**config.mk**
```make
export PLATFORM = sky130hd
export DESIGN_NAME = leaf_i1o2
export DESIGN_NICKNAME = d
export VERILOG_FILES = /design/src/hdl/bft_pkg.sv /design/src/hdl/stream_fifo.sv /design/src/hdl/leaf_rx.sv /design/src/hdl/leaf_tx.sv /design/src/hdl/leaf_interface.sv /design/src/hdl/user_kernel.sv /design/src/hdl/leaf_i1o2.sv
export SDC_FILE = /design/constraint.sdc
export NUM_CORES = 1
export LEC_CHECK = 0
export ABC_AREA = 1
export BUFFER_PORTS_ARGS = -buffer_cell sky130_fd_sc_hd__buf_2
export CAP_MARGIN = 20
export CORE_ASPECT_RATIO = 1.75
export CORE_MARGIN = 1
export CORE_UTILIZATION = 35
export DETAILED_ROUTE_END_ITERATION = 8
export SYNTH_ARGS = -nofsm -noshare
export SYNTH_HDL_FRONTEND = slang
export SYNTH_SLANG_ARGS = --single-unit
```
**constraint.sdc**
```tcl
create_clock -name clk_400 -period 1.6 [get_ports clk_400]
set_clock_uncertainty 0.15 [all_clocks]
set_input_delay 0.16 -clock clk_400 [delete_from_list [all_inputs] [get_ports clk_400]]
set_output_delay 0.16 -clock clk_400 [all_outputs]
set_load 0.02 [all_outputs]
```
**src/hdl/bft_pkg.sv**
```systemverilog
package bft_pkg;

    // Tree packet geometry.
    localparam int PACKET_BITS  = 49;
    localparam int PAYLOAD_BITS = 32;
    localparam int LEAF_BITS    = 5;
    localparam int PORT_BITS    = 4;
    localparam int ADDR_BITS    = 7;

    // User data word on every kernel stream.
    typedef logic [PAYLOAD_BITS-1:0] user_word_t;

    // Header fields first, payload in the low bits.
    typedef struct packed {
        logic                  vld;      // Real packet.
        logic [LEAF_BITS-1:0]  leaf;     // Destination leaf.
        logic [PORT_BITS-1:0]  port;     // Destination port.
        logic [ADDR_BITS-1:0]  addr;     // Sequence number.
        user_word_t            payload;
    } bft_packet_t;

endpackage

```
**src/hdl/stream_fifo.sv**
```systemverilog
`timescale 1ns/1ps

module stream_fifo #(
    parameter int WIDTH      = 32,
    parameter int DEPTH_LOG2 = 4
) (
    input  logic             clk_400,
    input  logic             arst_n,
    input  logic             wr_en,
    input  logic [WIDTH-1:0] wr_data,
    output logic             full,
    output logic [WIDTH-1:0] rd_data,
    output logic             rd_vld,
    input  logic             rd_ack
);

    localparam int DEPTH = 1 << DEPTH_LOG2;

    logic [WIDTH-1:0]      mem [DEPTH];
    logic [DEPTH_LOG2-1:0] wr_ptr;
    logic [DEPTH_LOG2-1:0] rd_ptr;
    logic [DEPTH_LOG2:0]   count;
    logic                  push;
    logic                  pop;

    assign full    = (count == (DEPTH_LOG2 + 1)'(DEPTH));
    assign rd_vld  = (count != '0);
    assign rd_data = mem[rd_ptr];       // Oldest entry.

    assign push = wr_en && !full;       // Write while full is dropped.
    assign pop  = rd_vld && rd_ack;

    always_ff @(posedge clk_400) begin
        if (push) begin
            mem[wr_ptr] <= wr_data;
        end
    end

    always_ff @(posedge clk_400 or negedge arst_n) begin
        if (!arst_n) begin
            wr_ptr <= '0;
            rd_ptr <= '0;
            count  <= '0;
        end else begin
            if (push) begin
                wr_ptr <= wr_ptr + 1'b1;    // Wraps at DEPTH.
            end
            if (pop) begin
                rd_ptr <= rd_ptr + 1'b1;
            end
            unique case ({push, pop})
                2'b10:   count <= count + 1'b1;
                2'b01:   count <= count - 1'b1;
                default: count <= count;
            endcase
        end
    end

endmodule

```
**src/hdl/leaf_rx.sv**
```systemverilog
`timescale 1ns/1ps

module leaf_rx #(
    parameter int LEAF_ID    = 3,
    parameter int IN_PORT    = 1,
    parameter int DEPTH_LOG2 = 4
) (
    input  logic                 clk_400,
    input  logic                 arst_n,
    input  bft_pkg::bft_packet_t pkt_in,
    output bft_pkg::user_word_t  data,
    output logic                 vld,
    input  logic                 ack
);

    logic match;
    logic full;
    logic wr_en;

    // Accept only live packets for this leaf and port.
    assign match = pkt_in.vld
                && (pkt_in.leaf == bft_pkg::LEAF_BITS'(LEAF_ID))
                && (pkt_in.port == bft_pkg::PORT_BITS'(IN_PORT));

    // No back-pressure toward the tree, overflow is lost.
    assign wr_en = match && !full;

    stream_fifo #(
        .WIDTH      (bft_pkg::PAYLOAD_BITS),
        .DEPTH_LOG2 (DEPTH_LOG2)
    ) in_fifo0 (
        .clk_400 (clk_400),
        .arst_n  (arst_n),
        .wr_en   (wr_en),
        .wr_data (pkt_in.payload),
        .full    (full),
        .rd_data (data),
        .rd_vld  (vld),
        .rd_ack  (ack)
    );

endmodule

```
**src/hdl/leaf_tx.sv**
```systemverilog
`timescale 1ns/1ps

module leaf_tx #(
    parameter int DEST_LEAF_1 = 7,
    parameter int DEST_PORT_1 = 2,
    parameter int DEST_LEAF_2 = 9,
    parameter int DEST_PORT_2 = 5,
    parameter int DEPTH_LOG2  = 2
) (
    input  logic                 clk_400,
    input  logic                 arst_n,
    input  bft_pkg::user_word_t  data_1,
    input  logic                 vld_1,
    output logic                 ack_1,
    input  bft_pkg::user_word_t  data_2,
    input  logic                 vld_2,
    output logic                 ack_2,
    input  logic                 resend,
    output bft_pkg::bft_packet_t pkt_out
);

    logic                         full_1;
    logic                         full_2;
    bft_pkg::user_word_t          head_1;
    bft_pkg::user_word_t          head_2;
    logic                         head_vld_1;
    logic                         head_vld_2;
    logic                         pick_1;
    logic                         pick_2;
    logic                         prefer_2;    // Port 1 was served last.
    logic [bft_pkg::ADDR_BITS-1:0] seq_1;
    logic [bft_pkg::ADDR_BITS-1:0] seq_2;
    bft_pkg::bft_packet_t         pkt_next;

    // Ack only says there is room.
    assign ack_1 = !full_1;
    assign ack_2 = !full_2;

    stream_fifo #(
        .WIDTH      (bft_pkg::PAYLOAD_BITS),
        .DEPTH_LOG2 (DEPTH_LOG2)
    ) out_fifo1 (
        .clk_400 (clk_400),
        .arst_n  (arst_n),
        .wr_en   (vld_1 && ack_1),
        .wr_data (data_1),
        .full    (full_1),
        .rd_data (head_1),
        .rd_vld  (head_vld_1),
        .rd_ack  (pick_1)
    );

    stream_fifo #(
        .WIDTH      (bft_pkg::PAYLOAD_BITS),
        .DEPTH_LOG2 (DEPTH_LOG2)
    ) out_fifo2 (
        .clk_400 (clk_400),
        .arst_n  (arst_n),
        .wr_en   (vld_2 && ack_2),
        .wr_data (data_2),
        .full    (full_2),
        .rd_data (head_2),
        .rd_vld  (head_vld_2),
        .rd_ack  (pick_2)
    );

    // Round-robin pick, frozen during resend.
    always_comb begin
        pick_1 = 1'b0;
        pick_2 = 1'b0;
        if (!resend) begin
            if (prefer_2) begin
                pick_2 = head_vld_2;
                pick_1 = head_vld_1 && !head_vld_2;
            end else begin
                pick_1 = head_vld_1;
                pick_2 = head_vld_2 && !head_vld_1;
            end
        end
    end

    always_comb begin
        pkt_next = '0;     // Idle tree output is all zero.
        if (pick_1) begin
            pkt_next.vld     = 1'b1;
            pkt_next.leaf    = bft_pkg::LEAF_BITS'(DEST_LEAF_1);
            pkt_next.port    = bft_pkg::PORT_BITS'(DEST_PORT_1);
            pkt_next.addr    = seq_1;
            pkt_next.payload = head_1;
        end else if (pick_2) begin
            pkt_next.vld     = 1'b1;
            pkt_next.leaf    = bft_pkg::LEAF_BITS'(DEST_LEAF_2);
            pkt_next.port    = bft_pkg::PORT_BITS'(DEST_PORT_2);
            pkt_next.addr    = seq_2;
            pkt_next.payload = head_2;
        end
    end

    always_ff @(posedge clk_400 or negedge arst_n) begin
        if (!arst_n) begin
            pkt_out  <= '0;
            prefer_2 <= 1'b0;
            seq_1    <= '0;
            seq_2    <= '0;
        end else begin
            pkt_out <= pkt_next;
            if (pick_1) begin
                seq_1    <= seq_1 + 1'b1;  // Wraps at 128.
                prefer_2 <= 1'b1;
            end
            if (pick_2) begin
                seq_2    <= seq_2 + 1'b1;
                prefer_2 <= 1'b0;
            end
        end
    end

endmodule

```
**src/hdl/leaf_interface.sv**
```systemverilog
`timescale 1ns/1ps

module leaf_interface #(
    parameter int LEAF_ID            = 3,
    parameter int IN_PORT            = 1,
    parameter int DEST_LEAF_1        = 7,
    parameter int DEST_PORT_1        = 2,
    parameter int DEST_LEAF_2        = 9,
    parameter int DEST_PORT_2        = 5,
    parameter int RX_FIFO_DEPTH_LOG2 = 4,
    parameter int TX_FIFO_DEPTH_LOG2 = 2
) (
    input  logic                 clk_400,
    input  logic                 arst_n,
    input  bft_pkg::bft_packet_t din_leaf_bft2interface,
    output bft_pkg::bft_packet_t dout_leaf_interface2bft,
    input  logic                 resend,
    input  logic                 ap_start,
    output logic                 user_rst_n,

    output bft_pkg::user_word_t  dout_leaf_interface2user_1,
    output logic                 vld_interface2user_1,
    input  logic                 ack_user2interface_1,

    input  bft_pkg::user_word_t  din_leaf_user2interface_1,
    input  logic                 vld_user2interface_1,
    output logic                 ack_interface2user_1,
    input  bft_pkg::user_word_t  din_leaf_user2interface_2,
    input  logic                 vld_user2interface_2,
    output logic                 ack_interface2user_2
);

    logic [1:0] start_sync;
    logic       start_seen;

    // ap_start comes from outside the clock domain.
    always_ff @(posedge clk_400 or negedge arst_n) begin
        if (!arst_n) begin
            start_sync <= '0;
            start_seen <= 1'b0;
        end else begin
            start_sync <= {start_sync[0], ap_start};
            start_seen <= start_seen || start_sync[1];  // Sticky until arst_n.
        end
    end

    assign user_rst_n = start_seen;

    leaf_rx #(
        .LEAF_ID    (LEAF_ID),
        .IN_PORT    (IN_PORT),
        .DEPTH_LOG2 (RX_FIFO_DEPTH_LOG2)
    ) leaf_rx0 (
        .clk_400 (clk_400),
        .arst_n  (arst_n),
        .pkt_in  (din_leaf_bft2interface),
        .data    (dout_leaf_interface2user_1),
        .vld     (vld_interface2user_1),
        .ack     (ack_user2interface_1)
    );

    leaf_tx #(
        .DEST_LEAF_1 (DEST_LEAF_1),
        .DEST_PORT_1 (DEST_PORT_1),
        .DEST_LEAF_2 (DEST_LEAF_2),
        .DEST_PORT_2 (DEST_PORT_2),
        .DEPTH_LOG2  (TX_FIFO_DEPTH_LOG2)
    ) leaf_tx0 (
        .clk_400 (clk_400),
        .arst_n  (arst_n),
        .data_1  (din_leaf_user2interface_1),
        .vld_1   (vld_user2interface_1),
        .ack_1   (ack_interface2user_1),
        .data_2  (din_leaf_user2interface_2),
        .vld_2   (vld_user2interface_2),
        .ack_2   (ack_interface2user_2),
        .resend  (resend),
        .pkt_out (dout_leaf_interface2bft)
    );

endmodule

```
**src/hdl/user_kernel.sv**
```systemverilog
`timescale 1ns/1ps

module user_kernel (
    input  logic                clk_400,
    input  logic                user_rst_n,

    input  bft_pkg::user_word_t dout_leaf_interface2user_1,
    input  logic                vld_interface2user_1,
    output logic                ack_user2interface_1,

    output bft_pkg::user_word_t din_leaf_user2interface_1,
    output logic                vld_user2interface_1,
    input  logic                ack_interface2user_1,
    output bft_pkg::user_word_t din_leaf_user2interface_2,
    output logic                vld_user2interface_2,
    input  logic                ack_interface2user_2
);

    bft_pkg::user_word_t sum_q;
    bft_pkg::user_word_t sum_next;
    bft_pkg::user_word_t swapped;
    logic                take;

    // Take a word only out of reset and when both result registers are free.
    assign ack_user2interface_1 = user_rst_n
                               && !vld_user2interface_1 && !vld_user2interface_2;
    assign take = vld_interface2user_1 && ack_user2interface_1;

    assign sum_next = sum_q + dout_leaf_interface2user_1;
    assign swapped  = {dout_leaf_interface2user_1[7:0],
                       dout_leaf_interface2user_1[15:8],
                       dout_leaf_interface2user_1[23:16],
                       dout_leaf_interface2user_1[31:24]};

    always_ff @(posedge clk_400) begin
        if (take) begin
            din_leaf_user2interface_1 <= swapped;
            din_leaf_user2interface_2 <= sum_next;
        end
    end

    always_ff @(posedge clk_400 or negedge user_rst_n) begin
        if (!user_rst_n) begin
            sum_q                <= '0;
            vld_user2interface_1 <= 1'b0;
            vld_user2interface_2 <= 1'b0;
        end else if (take) begin
            sum_q                <= sum_next;
            vld_user2interface_1 <= 1'b1;
            vld_user2interface_2 <= 1'b1;
        end else begin
            // Each port drains on its own.
            if (ack_interface2user_1) begin
                vld_user2interface_1 <= 1'b0;
            end
            if (ack_interface2user_2) begin
                vld_user2interface_2 <= 1'b0;
            end
        end
    end

endmodule

```
**src/hdl/leaf_i1o2.sv**
```systemverilog
`timescale 1ns/1ps

module leaf_i1o2 #(
    parameter int LEAF_ID            = 3,
    parameter int IN_PORT            = 1,
    parameter int DEST_LEAF_1        = 7,
    parameter int DEST_PORT_1        = 2,
    parameter int DEST_LEAF_2        = 9,
    parameter int DEST_PORT_2        = 5,
    parameter int RX_FIFO_DEPTH_LOG2 = 4,
    parameter int TX_FIFO_DEPTH_LOG2 = 2
) (
    input  logic                 clk_400,
    input  logic                 arst_n,
    input  bft_pkg::bft_packet_t din_leaf_bft2interface,
    output bft_pkg::bft_packet_t dout_leaf_interface2bft,
    input  logic                 resend,
    input  logic                 ap_start
);

    logic                user_rst_n;
    bft_pkg::user_word_t dout_leaf_interface2user_1;
    logic                vld_interface2user_1;
    logic                ack_user2interface_1;
    bft_pkg::user_word_t din_leaf_user2interface_1;
    bft_pkg::user_word_t din_leaf_user2interface_2;
    logic                vld_user2interface_1;
    logic                vld_user2interface_2;
    logic                ack_interface2user_1;
    logic                ack_interface2user_2;

    leaf_interface #(
        .LEAF_ID            (LEAF_ID),
        .IN_PORT            (IN_PORT),
        .DEST_LEAF_1        (DEST_LEAF_1),
        .DEST_PORT_1        (DEST_PORT_1),
        .DEST_LEAF_2        (DEST_LEAF_2),
        .DEST_PORT_2        (DEST_PORT_2),
        .RX_FIFO_DEPTH_LOG2 (RX_FIFO_DEPTH_LOG2),
        .TX_FIFO_DEPTH_LOG2 (TX_FIFO_DEPTH_LOG2)
    ) leaf_interface0 (
        .clk_400                    (clk_400),
        .arst_n                     (arst_n),
        .din_leaf_bft2interface     (din_leaf_bft2interface),
        .dout_leaf_interface2bft    (dout_leaf_interface2bft),
        .resend                     (resend),
        .ap_start                   (ap_start),
        .user_rst_n                 (user_rst_n),
        .dout_leaf_interface2user_1 (dout_leaf_interface2user_1),
        .vld_interface2user_1       (vld_interface2user_1),
        .ack_user2interface_1       (ack_user2interface_1),
        .din_leaf_user2interface_1  (din_leaf_user2interface_1),
        .vld_user2interface_1       (vld_user2interface_1),
        .ack_interface2user_1       (ack_interface2user_1),
        .din_leaf_user2interface_2  (din_leaf_user2interface_2),
        .vld_user2interface_2       (vld_user2interface_2),
        .ack_interface2user_2       (ack_interface2user_2)
    );

    user_kernel user_kernel0 (
        .clk_400                    (clk_400),
        .user_rst_n                 (user_rst_n),     // Held until ap_start.
        .dout_leaf_interface2user_1 (dout_leaf_interface2user_1),
        .vld_interface2user_1       (vld_interface2user_1),
        .ack_user2interface_1       (ack_user2interface_1),
        .din_leaf_user2interface_1  (din_leaf_user2interface_1),
        .vld_user2interface_1       (vld_user2interface_1),
        .ack_interface2user_1       (ack_interface2user_1),
        .din_leaf_user2interface_2  (din_leaf_user2interface_2),
        .vld_user2interface_2       (vld_user2interface_2),
        .ack_interface2user_2       (ack_interface2user_2)
    );

endmodule

```
## After elaboration in Yosys (flattened, before gate mapping)

Memory sizes are Yosys's and may differ from the RTL's.
Cells that the tools add are included.

| storage, ports and cells | value |
|---|---|
| bits in registers | 192 |
| RAM bits | 768 |
| input bits | 53 |
| output and inout port bits | 49 |
| word-level logic and storage cells | 106 |
| memories | 3 |

Memory list:

| memory | depth | bits a word | read ports | clocked after Yosys merged registers in | wr ports | line | RTL |
|---|---|---|---|---|---|---|---|
| leaf_interface0.leaf_rx0.in_fifo0.mem | 16 | 32 | 1 | 0 | 1 | stream_fifo.sv:19 | `logic [WIDTH-1:0] mem [DEPTH];` |
| leaf_interface0.leaf_tx0.out_fifo1.mem | 4 | 32 | 1 | 0 | 1 | stream_fifo.sv:19 |  |
| leaf_interface0.leaf_tx0.out_fifo2.mem | 4 | 32 | 1 | 0 | 1 | stream_fifo.sv:19 |  |

| operators by class | value |
|---|---|
| add/sub/neg operators | 15 |
| equal/unequal tests | 13 |
| muxes and demuxes | 21 |
| reductions and logical operators | 30 |

Operators by type and width:

| cell | count |
|---|---|
| 49-bit 2-to-1 mux | 2 |
| 32-bit adder | 1 |
| 1-bit 2-to-1 mux | 16 |
| 1-bit logical AND | 15 |
| 7-bit by 1-bit adder with 7-bit output (second input constant) | 2 |
| 3-bit one-hot mux with 2 select lines | 2 |
| 5-bit one-hot mux with 2 select lines | 1 |
| 2-bit by 1-bit adder with 2-bit output (second input constant) | 4 |
| 4-bit by 1-bit adder with 4-bit output (second input constant) | 2 |
| 2-bit nonzero test | 4 |
| 1-bit logical NOT | 7 |
| 3-bit by 1-bit adder with 3-bit output (second input constant) | 2 |
| 2-bit by 1-bit equality test with 1-bit output (second input constant) | 3 |
| 2-bit equality test (second input constant) | 3 |
| 3-bit equality test (second input constant) | 2 |
| 3-bit nonzero test | 2 |
| 3-bit by 1-bit subtractor with 3-bit output (second input constant) | 2 |
| 5-bit by 1-bit adder with 5-bit output (second input constant) | 1 |
| 5-bit by 2-bit equality test with 1-bit output (second input constant) | 1 |
| 5-bit equality test (second input constant) | 1 |
| 5-bit nonzero test | 1 |
| 5-bit by 1-bit subtractor with 5-bit output (second input constant) | 1 |
| 4-bit by 1-bit equality test with 1-bit output (second input constant) | 1 |
| 2-bit inequality test (second input constant) | 2 |
| 1-bit logical OR | 1 |

## Depth between registers and ports, before layout

Gate-level depths: netlist of run 1.

| logic depth | value |
|---|---|
| depth in word-level cells | 8 |
| depth in mapped cells | 22 |

## Hierarchy

Synthesis of run 1 repeated with hierarchy kept, for this count alone.

| unflattened totals | value |
|---|---|
| cell total of the unflattened synthesis | 3988 |
| area, all modules | 41578.6 um^2 |

Modules (own cells, without submodules):

| module | instances | cells each | area an instance (um^2) |
|---|---|---|---|
| stream_fifo at leaf_interface0.leaf_rx0.in_fifo0 | 1 | 2112 | 22181.3 |
| stream_fifo at leaf_interface0.leaf_tx0.out_fifo1 ... | 2 | 434 | 5569.1 |
| user_kernel | 1 | 706 | 5670.4 |
| leaf_tx | 1 | 281 | 2443.6 |
| leaf_interface | 1 | 6 | 86.3 |
| leaf_rx | 1 | 15 | 58.8 |

## Least setup slack after synthesis of run 1

No wires, ideal clock.

| timing | value |
|---|---|
| path kind | register -> register |
| from | register leaf_interface0.start_seen (netlist: leaf_interface0.user_rst_n) |
| to | register leaf_interface0.leaf_rx0.in_fifo0.count[4] |
| library setup time | 0.079 ns |
| arrival | 4.963 ns |
| required time | 1.371 ns |
| setup slack | -3.592 ns |
| stages on the path, launching flop included | 15 |
| path buffers | 1 |
| period minus slack after synthesis | 5.192 ns |
| cell sequence | dfrtp_1 nand2_1 nor2_1 nand2_1 inv_1 buf_1 ha_1 inv_1 fa_1 nor2_1 a211oi_1 nand2_1 nand2_1 nor2_1 xor2_1 |

| between the ends | value |
|---|---|
| longest elaborated chain between the ends | 5 |
| elaborated cells on any way between the ends | 7 |

Ends and longest elaborated chain:

| item | line | RTL |
|---|---|---|
| start: declaration | leaf_interface.sv:34 | `logic start_seen;` |
| start signal: assignment | leaf_interface.sv:43 | `start_seen <= start_seen \|\| start_sync[1];` |
| 1-bit logical AND * (2 in a row) | user_kernel.sv:26 | `&& !vld_user2interface_1 && !vld_user2interface_2;` |
| 1-bit logical AND * | stream_fifo.sv:31 | `assign pop = rd_vld && rd_ack;` |
| net leaf_interface0.leaf_rx0.in_fifo0.pop | stream_fifo.sv:24 | `logic pop;` |
| 2-bit by 1-bit equality test with 1-bit output / 2-bit equality test (equally long branches) | stream_fifo.sv:51 | `unique case ({push, pop})` |
| 5-bit one-hot mux with 2 select lines / 2-bit nonzero test (equally long branches) | n/a |  |
| end signal: assignment | stream_fifo.sv:52 | `2'b10: count <= count + 1'b1;` |
| end signal: assignment | stream_fifo.sv:53 | `2'b01: count <= count - 1'b1;` |
| end signal: assignment | stream_fifo.sv:54 | `default: count <= count;` |
| end: declaration | stream_fifo.sv:22 | `logic [DEPTH_LOG2:0] count;` |

Mark *: on every way through the listed nets, which the timed path passes. The rest lies on a longest branch.
A chain may end at the register's enable or synchronous reset.

## Worst setup path after layout of run 1

| timing | value |
|---|---|
| from | register leaf_interface0.leaf_rx0.in_fifo0.rd_ptr[0] |
| to | register user_kernel0.din_leaf_user2interface_2[29] (data pin) |

| between the ends | value |
|---|---|
| longest elaborated chain between the ends | 2 |

Ends and longest elaborated chain:

| item | line | RTL |
|---|---|---|
| start: declaration | stream_fifo.sv:21 | `logic [DEPTH_LOG2-1:0] rd_ptr;` |
| start signal: assignment | stream_fifo.sv:49 | `rd_ptr <= rd_ptr + 1'b1;` |
| memory 16 x 32 bit | n/a |  |
| net dout_leaf_interface2user_1[12] | leaf_i1o2.sv:22 | `bft_pkg::user_word_t dout_leaf_interface2user_1;` |
| 32-bit adder | user_kernel.sv:29 | `assign sum_next = sum_q + dout_leaf_interface2user_1;` |
| net user_kernel0.sum_next[29] | user_kernel.sv:20 | `bft_pkg::user_word_t sum_next;` |
| end signal: assignment | user_kernel.sv:38 | `din_leaf_user2interface_2 <= sum_next;` |
| end: declaration | user_kernel.sv:14 | `output bft_pkg::user_word_t din_leaf_user2interface_2,` |

The timed path passes the listed nets, and every way through them passes these cells.

==> impl_metrics.tcl, run 1 <==
set metrics [dict create \
    path_max_fanout 19 \
    hpwl_um 68700 \
    final_util 0.447 \
    avgSynthCellArea_um2 12.9 \
    synth_seq_cells 953 \
    rsz0062_at_grt "true" \
    grt_pass1_vias 25393 \
    setup_slack_ns -1.78 \
    yosys.area.top_type_share 0.648 \
    num_rows 160 \
    endpoint_kind "flop" \
    min_period_over_period 2.11 \
    synth_simple_gate_area_share 0.102 \
    power_density_mw_per_mm2 2260 \
    fin_hold_ws_ns 0.131 \
    die-width_um 253 \
    synth_flop_cell "edfxtp_1" \
    antenna_found_initial 5 \
    synth-edff-count 832 \
    synth_xor_area_frac 0.00932 \
    violations "setup timing" \
    wl_per_cell_um 20.5 \
    multiInputGateArea_mm2 0.0105 \
    drtIter0Drc 1600 \
    dr.pass1.iters 5 \
    portBuffers 92 \
    area_delta_synth_final_pct 26.2 \
    drv_slew 0 \
    synth-adder-area-share 0.0190 \
    cts_tree "built" \
    synth_cells 2997 \
    synth_area_leaders "edfxtp_1 (65%), dfrtp_1 (7.9%), nor2_1 (5.1%)" \
    hold-path-cell-count 8 \
    cts_buffer_depth 3 \
    die_area_mm2 0.111 \
    synth.area.mux_share 0 \
    pre_cts_slack_ns -1.96 \
    rr_worst_depth 17 \
    hold_viol 0 \
    fin_crit_ns 3.38 \
    fp.coreArea_mm2 0.109 \
    clk_latency_ns 0.69 \
    cts_buffers 82 \
    yosys.area.top_type "edfxtp_1" \
    wl_um 101000 \
    cellLeakagePower_nw 17.5 \
    synth_most_common_cell "edfxtp_1" \
    gp_congestion 0.949 \
    critPathKind "flop to flop" \
    synth_area_mm2 0.0385 \
    achievable-frequency_mhz 296 \
    ys_types 40 \
    start_kind "flop" \
    cp.required_ns 1.87 \
    vdd_ir_drop_max_uv 1220 \
    vias_per_cell 5.06 \
    seqCellArea_mm2 0.0280 \
    maxSlewHeadroom 0.318 \
    setup_viol 986 \
    grt_overflow 0 \
    drc 0 \
    clock_sinks 953 \
    grt.total_usage 0.183 \
    path_clk_slew_ns 0.08 \
    fill_cells 9761 \
    grt_pass1_wl_um 152000 \
    seq_area_frac_synth 0.727 \
    grt_max_degree 85 \
    synth_common_cells "edfxtp_1 (832), nor2_1 (521), o21ai_0 (340), nand2_1 (333), inv_1 (142)" \
    ant_nets 0 \
    cts_root_buffer "clkbuf_16" \
    cap_violations 0 \
    cts-htree-levels 3 \
    cp.arrival_ns 3.65 \
    synth_compound_area_frac 0.107 \
    die_h_um 441 \
    vias 24990 \
    tightest_slew_ns 1.02 \
    final_nets 3521 \
    min_path_type "primary input to flop" \
    synth_top_family_by_area "compound AO/OA/AOI/OAI gates" \
    initial_core_util 0.354 \
    yosys_warnings 0 \
    io_pins 102 \
    outcome "finished, violations left" \
    layout-drive-gt1-share 0.247 \
    async_reset_ff_frac 0.127 \
]
[cell families after synthesis]
group / after synthesis
and+or+nand+nor: 978
DFF: 953
AOI/OAI and AO/OA: 651
buffers and inverters: 317
adders and majority gates: 56
xor gates and xnor gates: 41
other: 1
[per-layer routing]
layer / vias up / part of all wire / GRT usage
met5: - / 0.000099 / 0
met4: 2 / 0.043 / 0.0883
met1: 12450 / 0.36 / 0.189
li1: 11701 / - / -
met2: 619 / 0.56 / 0.357
met3: 218 / 0.041 / 0.0251
[power by group]
part | switching (W) | internal [W] | leakage, nW
logic | 0.0304 | 0.0226 | 7.17
registers | 0.00241 | 0.0335 | 8.99
clock network | 0.00905 | 0.0118 | 1.36
total | 0.0419 | 0.0679 | 17.5
[state kept, by name, indices dropped and copies added (netlist names), 3 cells and up]
signal / cells
leaf_interface0.leaf_tx0.out_fifo1.mem: 128
leaf_interface0.leaf_tx0.seq_1: 7
leaf_interface0.leaf_rx0.in_fifo0.mem: 512
leaf_interface0.leaf_tx0.out_fifo2.mem: 128
leaf_interface0.leaf_tx0.pkt_out: 42
leaf_interface0.leaf_tx0.out_fifo1.count: 3
leaf_interface0.leaf_rx0.in_fifo0.count: 5
user_kernel0.din_leaf_user2interface_2: 32
leaf_interface0.leaf_rx0.in_fifo0.wr_ptr: 4
leaf_interface0.leaf_tx0.seq_2: 7
leaf_interface0.leaf_rx0.in_fifo0.rd_ptr: 4
leaf_interface0.leaf_tx0.out_fifo2.count: 3
user_kernel0.sum_q: 32
user_kernel0.din_leaf_user2interface_1: 32
[worst max-delay path: stages, from the launching register on]
cell,delay [ns]
dfrtp_4,0.51
buf_12,0.20
buf_12,0.17
buf_4,0.18
o21ai_1,0.09
o221ai_1,0.20
nand3_1,0.11
nand2_2,0.14
ha_4,0.24
nand2_1,0.06
nand2_1,0.08
o21bai_1,0.20
a21oi_1,0.16
nand2_2,0.12
buf_4,0.16
nand2_2,0.07
nand3_1,0.09
and2_1,0.16
[final timing paths]
check / endpoint / slack [ns] / start
min in group asynchronous: user_kernel0.vld_user2interface_1 / 0.24 / leaf_interface0.user_rst_n
worst max-delay path: user_kernel0.din_leaf_user2interface_2[29] / -1.78 / leaf_interface0.leaf_rx0.in_fifo0.rd_ptr[0]
worst max register to register: user_kernel0.din_leaf_user2interface_2[29] / -1.78 / leaf_interface0.leaf_rx0.in_fifo0.rd_ptr[0]
worst min register to register: leaf_interface0.start_sync[1] / 0.22 / leaf_interface0.start_sync[0]
worst min-delay path: leaf_interface0.leaf_rx0.in_fifo0.wr_ptr[1] / 0.13 / din_leaf_bft2interface[43]
max in group asynchronous: leaf_interface0.leaf_rx0.in_fifo0.rd_ptr[0] / -0.11 / arst_n
[layout by cell type, fill, tap and decap left out, types with 14 or more instances in the layout]
cell,count
o21ai_0,266
nand2_2,59
xor2_1,27
o21ai_1,58
inv_2,22
inv_1,117
buf_4,259
clkbuf_16,83
buf_2,91
ha_4,36
edfxtp_1,832
nor2_1,475
dfrtp_1,112
o221ai_1,86
and2_1,15
ha_1,14
a21oi_1,26
o22ai_1,40
o32ai_1,64
nand3_1,64
buf_6,20
o211ai_1,36
nor2_4,28
dlygate4sd3_1,38
a22o_1,32
buf_12,85
nor2_2,18
o21ai_2,17
nand2_1,261
[stage by stage]
| stage | setup TNS (ns) | area (um^2) | cells | power (W) |
|---|---|---|---|---|
| global placement | -498.44 | 44500 | 4740 | 0.0842 |
| CTS | -391.93 | 48200 | 4933 | 0.109 |
| floorplan | -291.40 | 39400 | 2998 | 0.0627 |
| global route | -402.59 | 48600 | 4940 | 0.116 |
| detailed placement | -511.44 | 44500 | 4740 | 0.0848 |
| finish | -310.17 | 48600 | 4941 | 0.110 |
[area by class of cell]
class                   count  share of cell area
multi-input cells        1728               0.216
flip-flops and latches    953               0.576
inverters                 147              0.0119
well taps                1458              0.0375
clock inverters            49              0.0126
diodes                      4            0.000206
repair buffers            500              0.0996
clock buffers             102              0.0454
[repair_timing]
item,in CTS,in global routing
gates resized for setup,144,115
endpoints found under the hold margin,624,0
pin swaps,13,18
gates cloned,1,0
setup endpoints to repair,993,1007
hold buffers,38,0
setup buffers,3,4
No activity file was read; power rests on OpenSTA's default activity.
==> run 2: changes to the inputs <==
- CORE_UTILIZATION: 35 -> 55
- PLACE_DENSITY: unset -> 0.72
- REMOVE_ABC_BUFFERS: unset -> 1
==> impl_metrics.tcl, run 2 (synthesis gave the netlist of run 1 again) <==
set metrics [dict create \
    final_common_cell "edfxtp_1" \
    fin_crit_ns 3.50 \
    die-width_um 202 \
    clk_latency_ns 0.67 \
    dr.pass1.iters 6 \
    seqCellArea_mm2 0.0280 \
    rr_worst_depth 15 \
    rrSetupSlack_ns -1.90 \
    critPathKind "flop to flop" \
    violations "setup timing" \
    cp.arrival_ns 3.76 \
    setup_viol 995 \
    start_kind "flop" \
    drc 0 \
    vias_per_cell 5.94 \
    cts-htree-levels 3 \
    die_area_mm2 0.0712 \
    cts_tree "built" \
    layout-drive-gt1-share 0.283 \
    outcome "finished, violations left" \
    rsz0062_at_grt "true" \
    fin_hold_ws_ns 0.0339 \
    final_nets 3572 \
    reg_top3 "leaf_interface0.leaf_rx0.in_fifo0.mem: 512 flops, leaf_interface0.leaf_tx0.out_fifo1.mem: 128 flops, leaf_interface0.leaf_tx0.out_fifo2.mem: 128 flops" \
    endpoint "user_kernel0.din_leaf_user2interface_2[24]" \
    num_rows 128 \
    cap_violations 0 \
    path_clk_slew_ns 0.07 \
    wl_per_cell_um 23.3 \
    portBuffers 92 \
    initial_core_util 0.554 \
    cts_buffer_depth 3 \
    fill_cells 4447 \
    gp_congestion 0.965 \
    startpoint "leaf_interface0.leaf_rx0.in_fifo0.rd_ptr[0]" \
    endpoint_kind "flop" \
    cellLeakagePower_nw 18.2 \
    multiInputGateArea_mm2 0.0110 \
    die_h_um 352 \
    grt_max_degree 57 \
    achievable-frequency_mhz 286 \
    crit_path_top_delay_cell "dfrtp_4" \
    min_period_over_period 2.19 \
    io_pins 102 \
    top_register "leaf_interface0.leaf_rx0.in_fifo0.mem" \
    cp.required_ns 1.86 \
    hold_viol 0 \
    slowest_delay_ns 0.55 \
    grt.total_usage 0.291 \
    cp.depth 15 \
    clock_sinks 953 \
    fp.coreArea_mm2 0.0695 \
    cp_num_buf_inv 4 \
    hold-path-cell-count 7 \
    path_delay_family "simple AND/OR/NAND/NOR gates" \
    antenna_found_initial 2 \
    cp_cell_sequence "buf_12 -> buf_16 -> buf_16 -> o21ai_4 -> o22ai_2 -> o211ai_1 -> nand2_2 -> ha_4 -> nand2_8 -> nor4_4 -> buf_4 -> nand3_4 -> nand3_2 -> nand2_2 -> and2_4" \
    maxSlewHeadroom 0.579 \
    final_util 0.708 \
    area_delta_synth_final_pct 27.8 \
    r2r_start "leaf_interface0.leaf_rx0.in_fifo0.rd_ptr[0]" \
    hpwl_um 64500 \
    drtIter0Drc 2252 \
    path_max_fanout 6 \
    cts_root_buffer "clkbuf_16" \
    largest_register_ffs 512 \
    grt_overflow 0 \
    drv_slew 0 \
    pre_cts_slack_ns -2.15 \
    grt_pass1_wl_um 155000 \
    wl_um 104000 \
    final_cell_mix "edfxtp_1 (832), nor2_1 (456), buf_4 (269), o21ai_0 (237), nand2_1 (224)" \
    ant_nets 0 \
    reg2reg_to "user_kernel0.din_leaf_user2interface_2[24]" \
    vdd_ir_drop_max_uv 1350 \
    cts_buffers 82 \
    grt_pass1_vias 27409 \
    min_path_type "primary input to flop" \
    tightest_slew_ns 0.632 \
    power_density_mw_per_mm2 2400 \
    setup_slack_ns -1.90 \
    p_total_w 0.118 \
    vias 26386 \
]
## run 2: changes by cell type in the layout (fill, tap and decap cells not counted), moves of 8 or more
| cell | previous run | this run |
|---|---|---|
| inv_1 | 117 | 127 |
| ha_1 | 14 | 22 |
| a21oi_1 | 26 | 16 |
| buf_6 | 20 | 40 |
| buf_4 | 259 | 269 |
| buf_16 | 1 | 21 |
| nand2_1 | 261 | 224 |
| nor2_1 | 475 | 456 |
| nand2_2 | 59 | 82 |
| o21ai_2 | 17 | 36 |
| o21ai_0 | 266 | 237 |
| nand2_4 | 11 | 28 |
| nor2_4 | 28 | 43 |
## run 2: layer usage
layer / GRT usage / up-vias / wire length (um)
met3: 0.0407 / 386 / 6340
met4: 0.186 / 2 / 7130
met1: 0.318 / 12994 / 35400
met2: 0.524 / 1189 / 54800
met5: 0 / - / 10
li1: - / 11815 / -
## run 2: worst min-delay path, delay by kind of cell
kind	cells	cell delay [ns]
AND/OR/NAND/NOR	4	0.32
buffers and inverters	2	0.23
AO/OA/AOI/OAI	1	0.08
## run 2: what timing repair did
item                       in CTS  in global routing
hold endpoints to repair      618                  0
cloned                         17                  1
hold buffers                   38                  0
pin swaps                     114                 93
setup endpoints to repair    1000               1001
gates resized for setup       385                192
setup buffers                  42                 26
## run 2: how the worst min path moves through the flow
stage / startpoint / to / slack, ns
floorplan: arst_n / leaf_interface0.leaf_rx0.in_fifo0.count[0] / -0.29
global placement: arst_n / leaf_interface0.start_sync[0] / -0.01
detailed placement: arst_n / leaf_interface0.leaf_rx0.in_fifo0.rd_ptr[0] / -0.006
CTS: din_leaf_bft2interface[43] / leaf_interface0.leaf_rx0.in_fifo0.wr_ptr[1] / -0.002
global route: din_leaf_bft2interface[43] / leaf_interface0.leaf_rx0.in_fifo0.wr_ptr[0] / 0.05
finish: din_leaf_bft2interface[43] / leaf_interface0.leaf_rx0.in_fifo0.wr_ptr[1] / 0.03
## run 2: where the power goes
group | switching, W | internal, W | leakage [nW]
Combinational | 0.0347 | 0.0271 | 7.86
Sequential | 0.00251 | 0.0335 | 8.99
Clock | 0.00909 | 0.0111 | 1.34
Total | 0.0463 | 0.0717 | 18.2
## run 2: layout make-up
class,count,share of cell area
inverter,147,0.0116
antenna,1,0.0000508
timing repair buffer,549,0.116
tap,910,0.0231
timing repair inverter,2,0.000508
clock inverter,56,0.0128
multi-input combinational,1728,0.224
clock buffer,98,0.0431
sequential,953,0.569
## run 2: stage by stage
| stage | TNS [ns] | cell area [um^2] | instances |
|---|---|---|---|
| 2_1_floorplan | -1841.07 | 37700 | 2828 |
| 3_3_place_gp | -514.54 | 43100 | 4177 |
| 3_5_place_dp | -542.47 | 43100 | 4177 |
| 4_1_cts | -433.21 | 48400 | 4428 |
| 5_1_grt | -493.50 | 49200 | 4444 |
| 6_report | -418.42 | 49200 | 4444 |
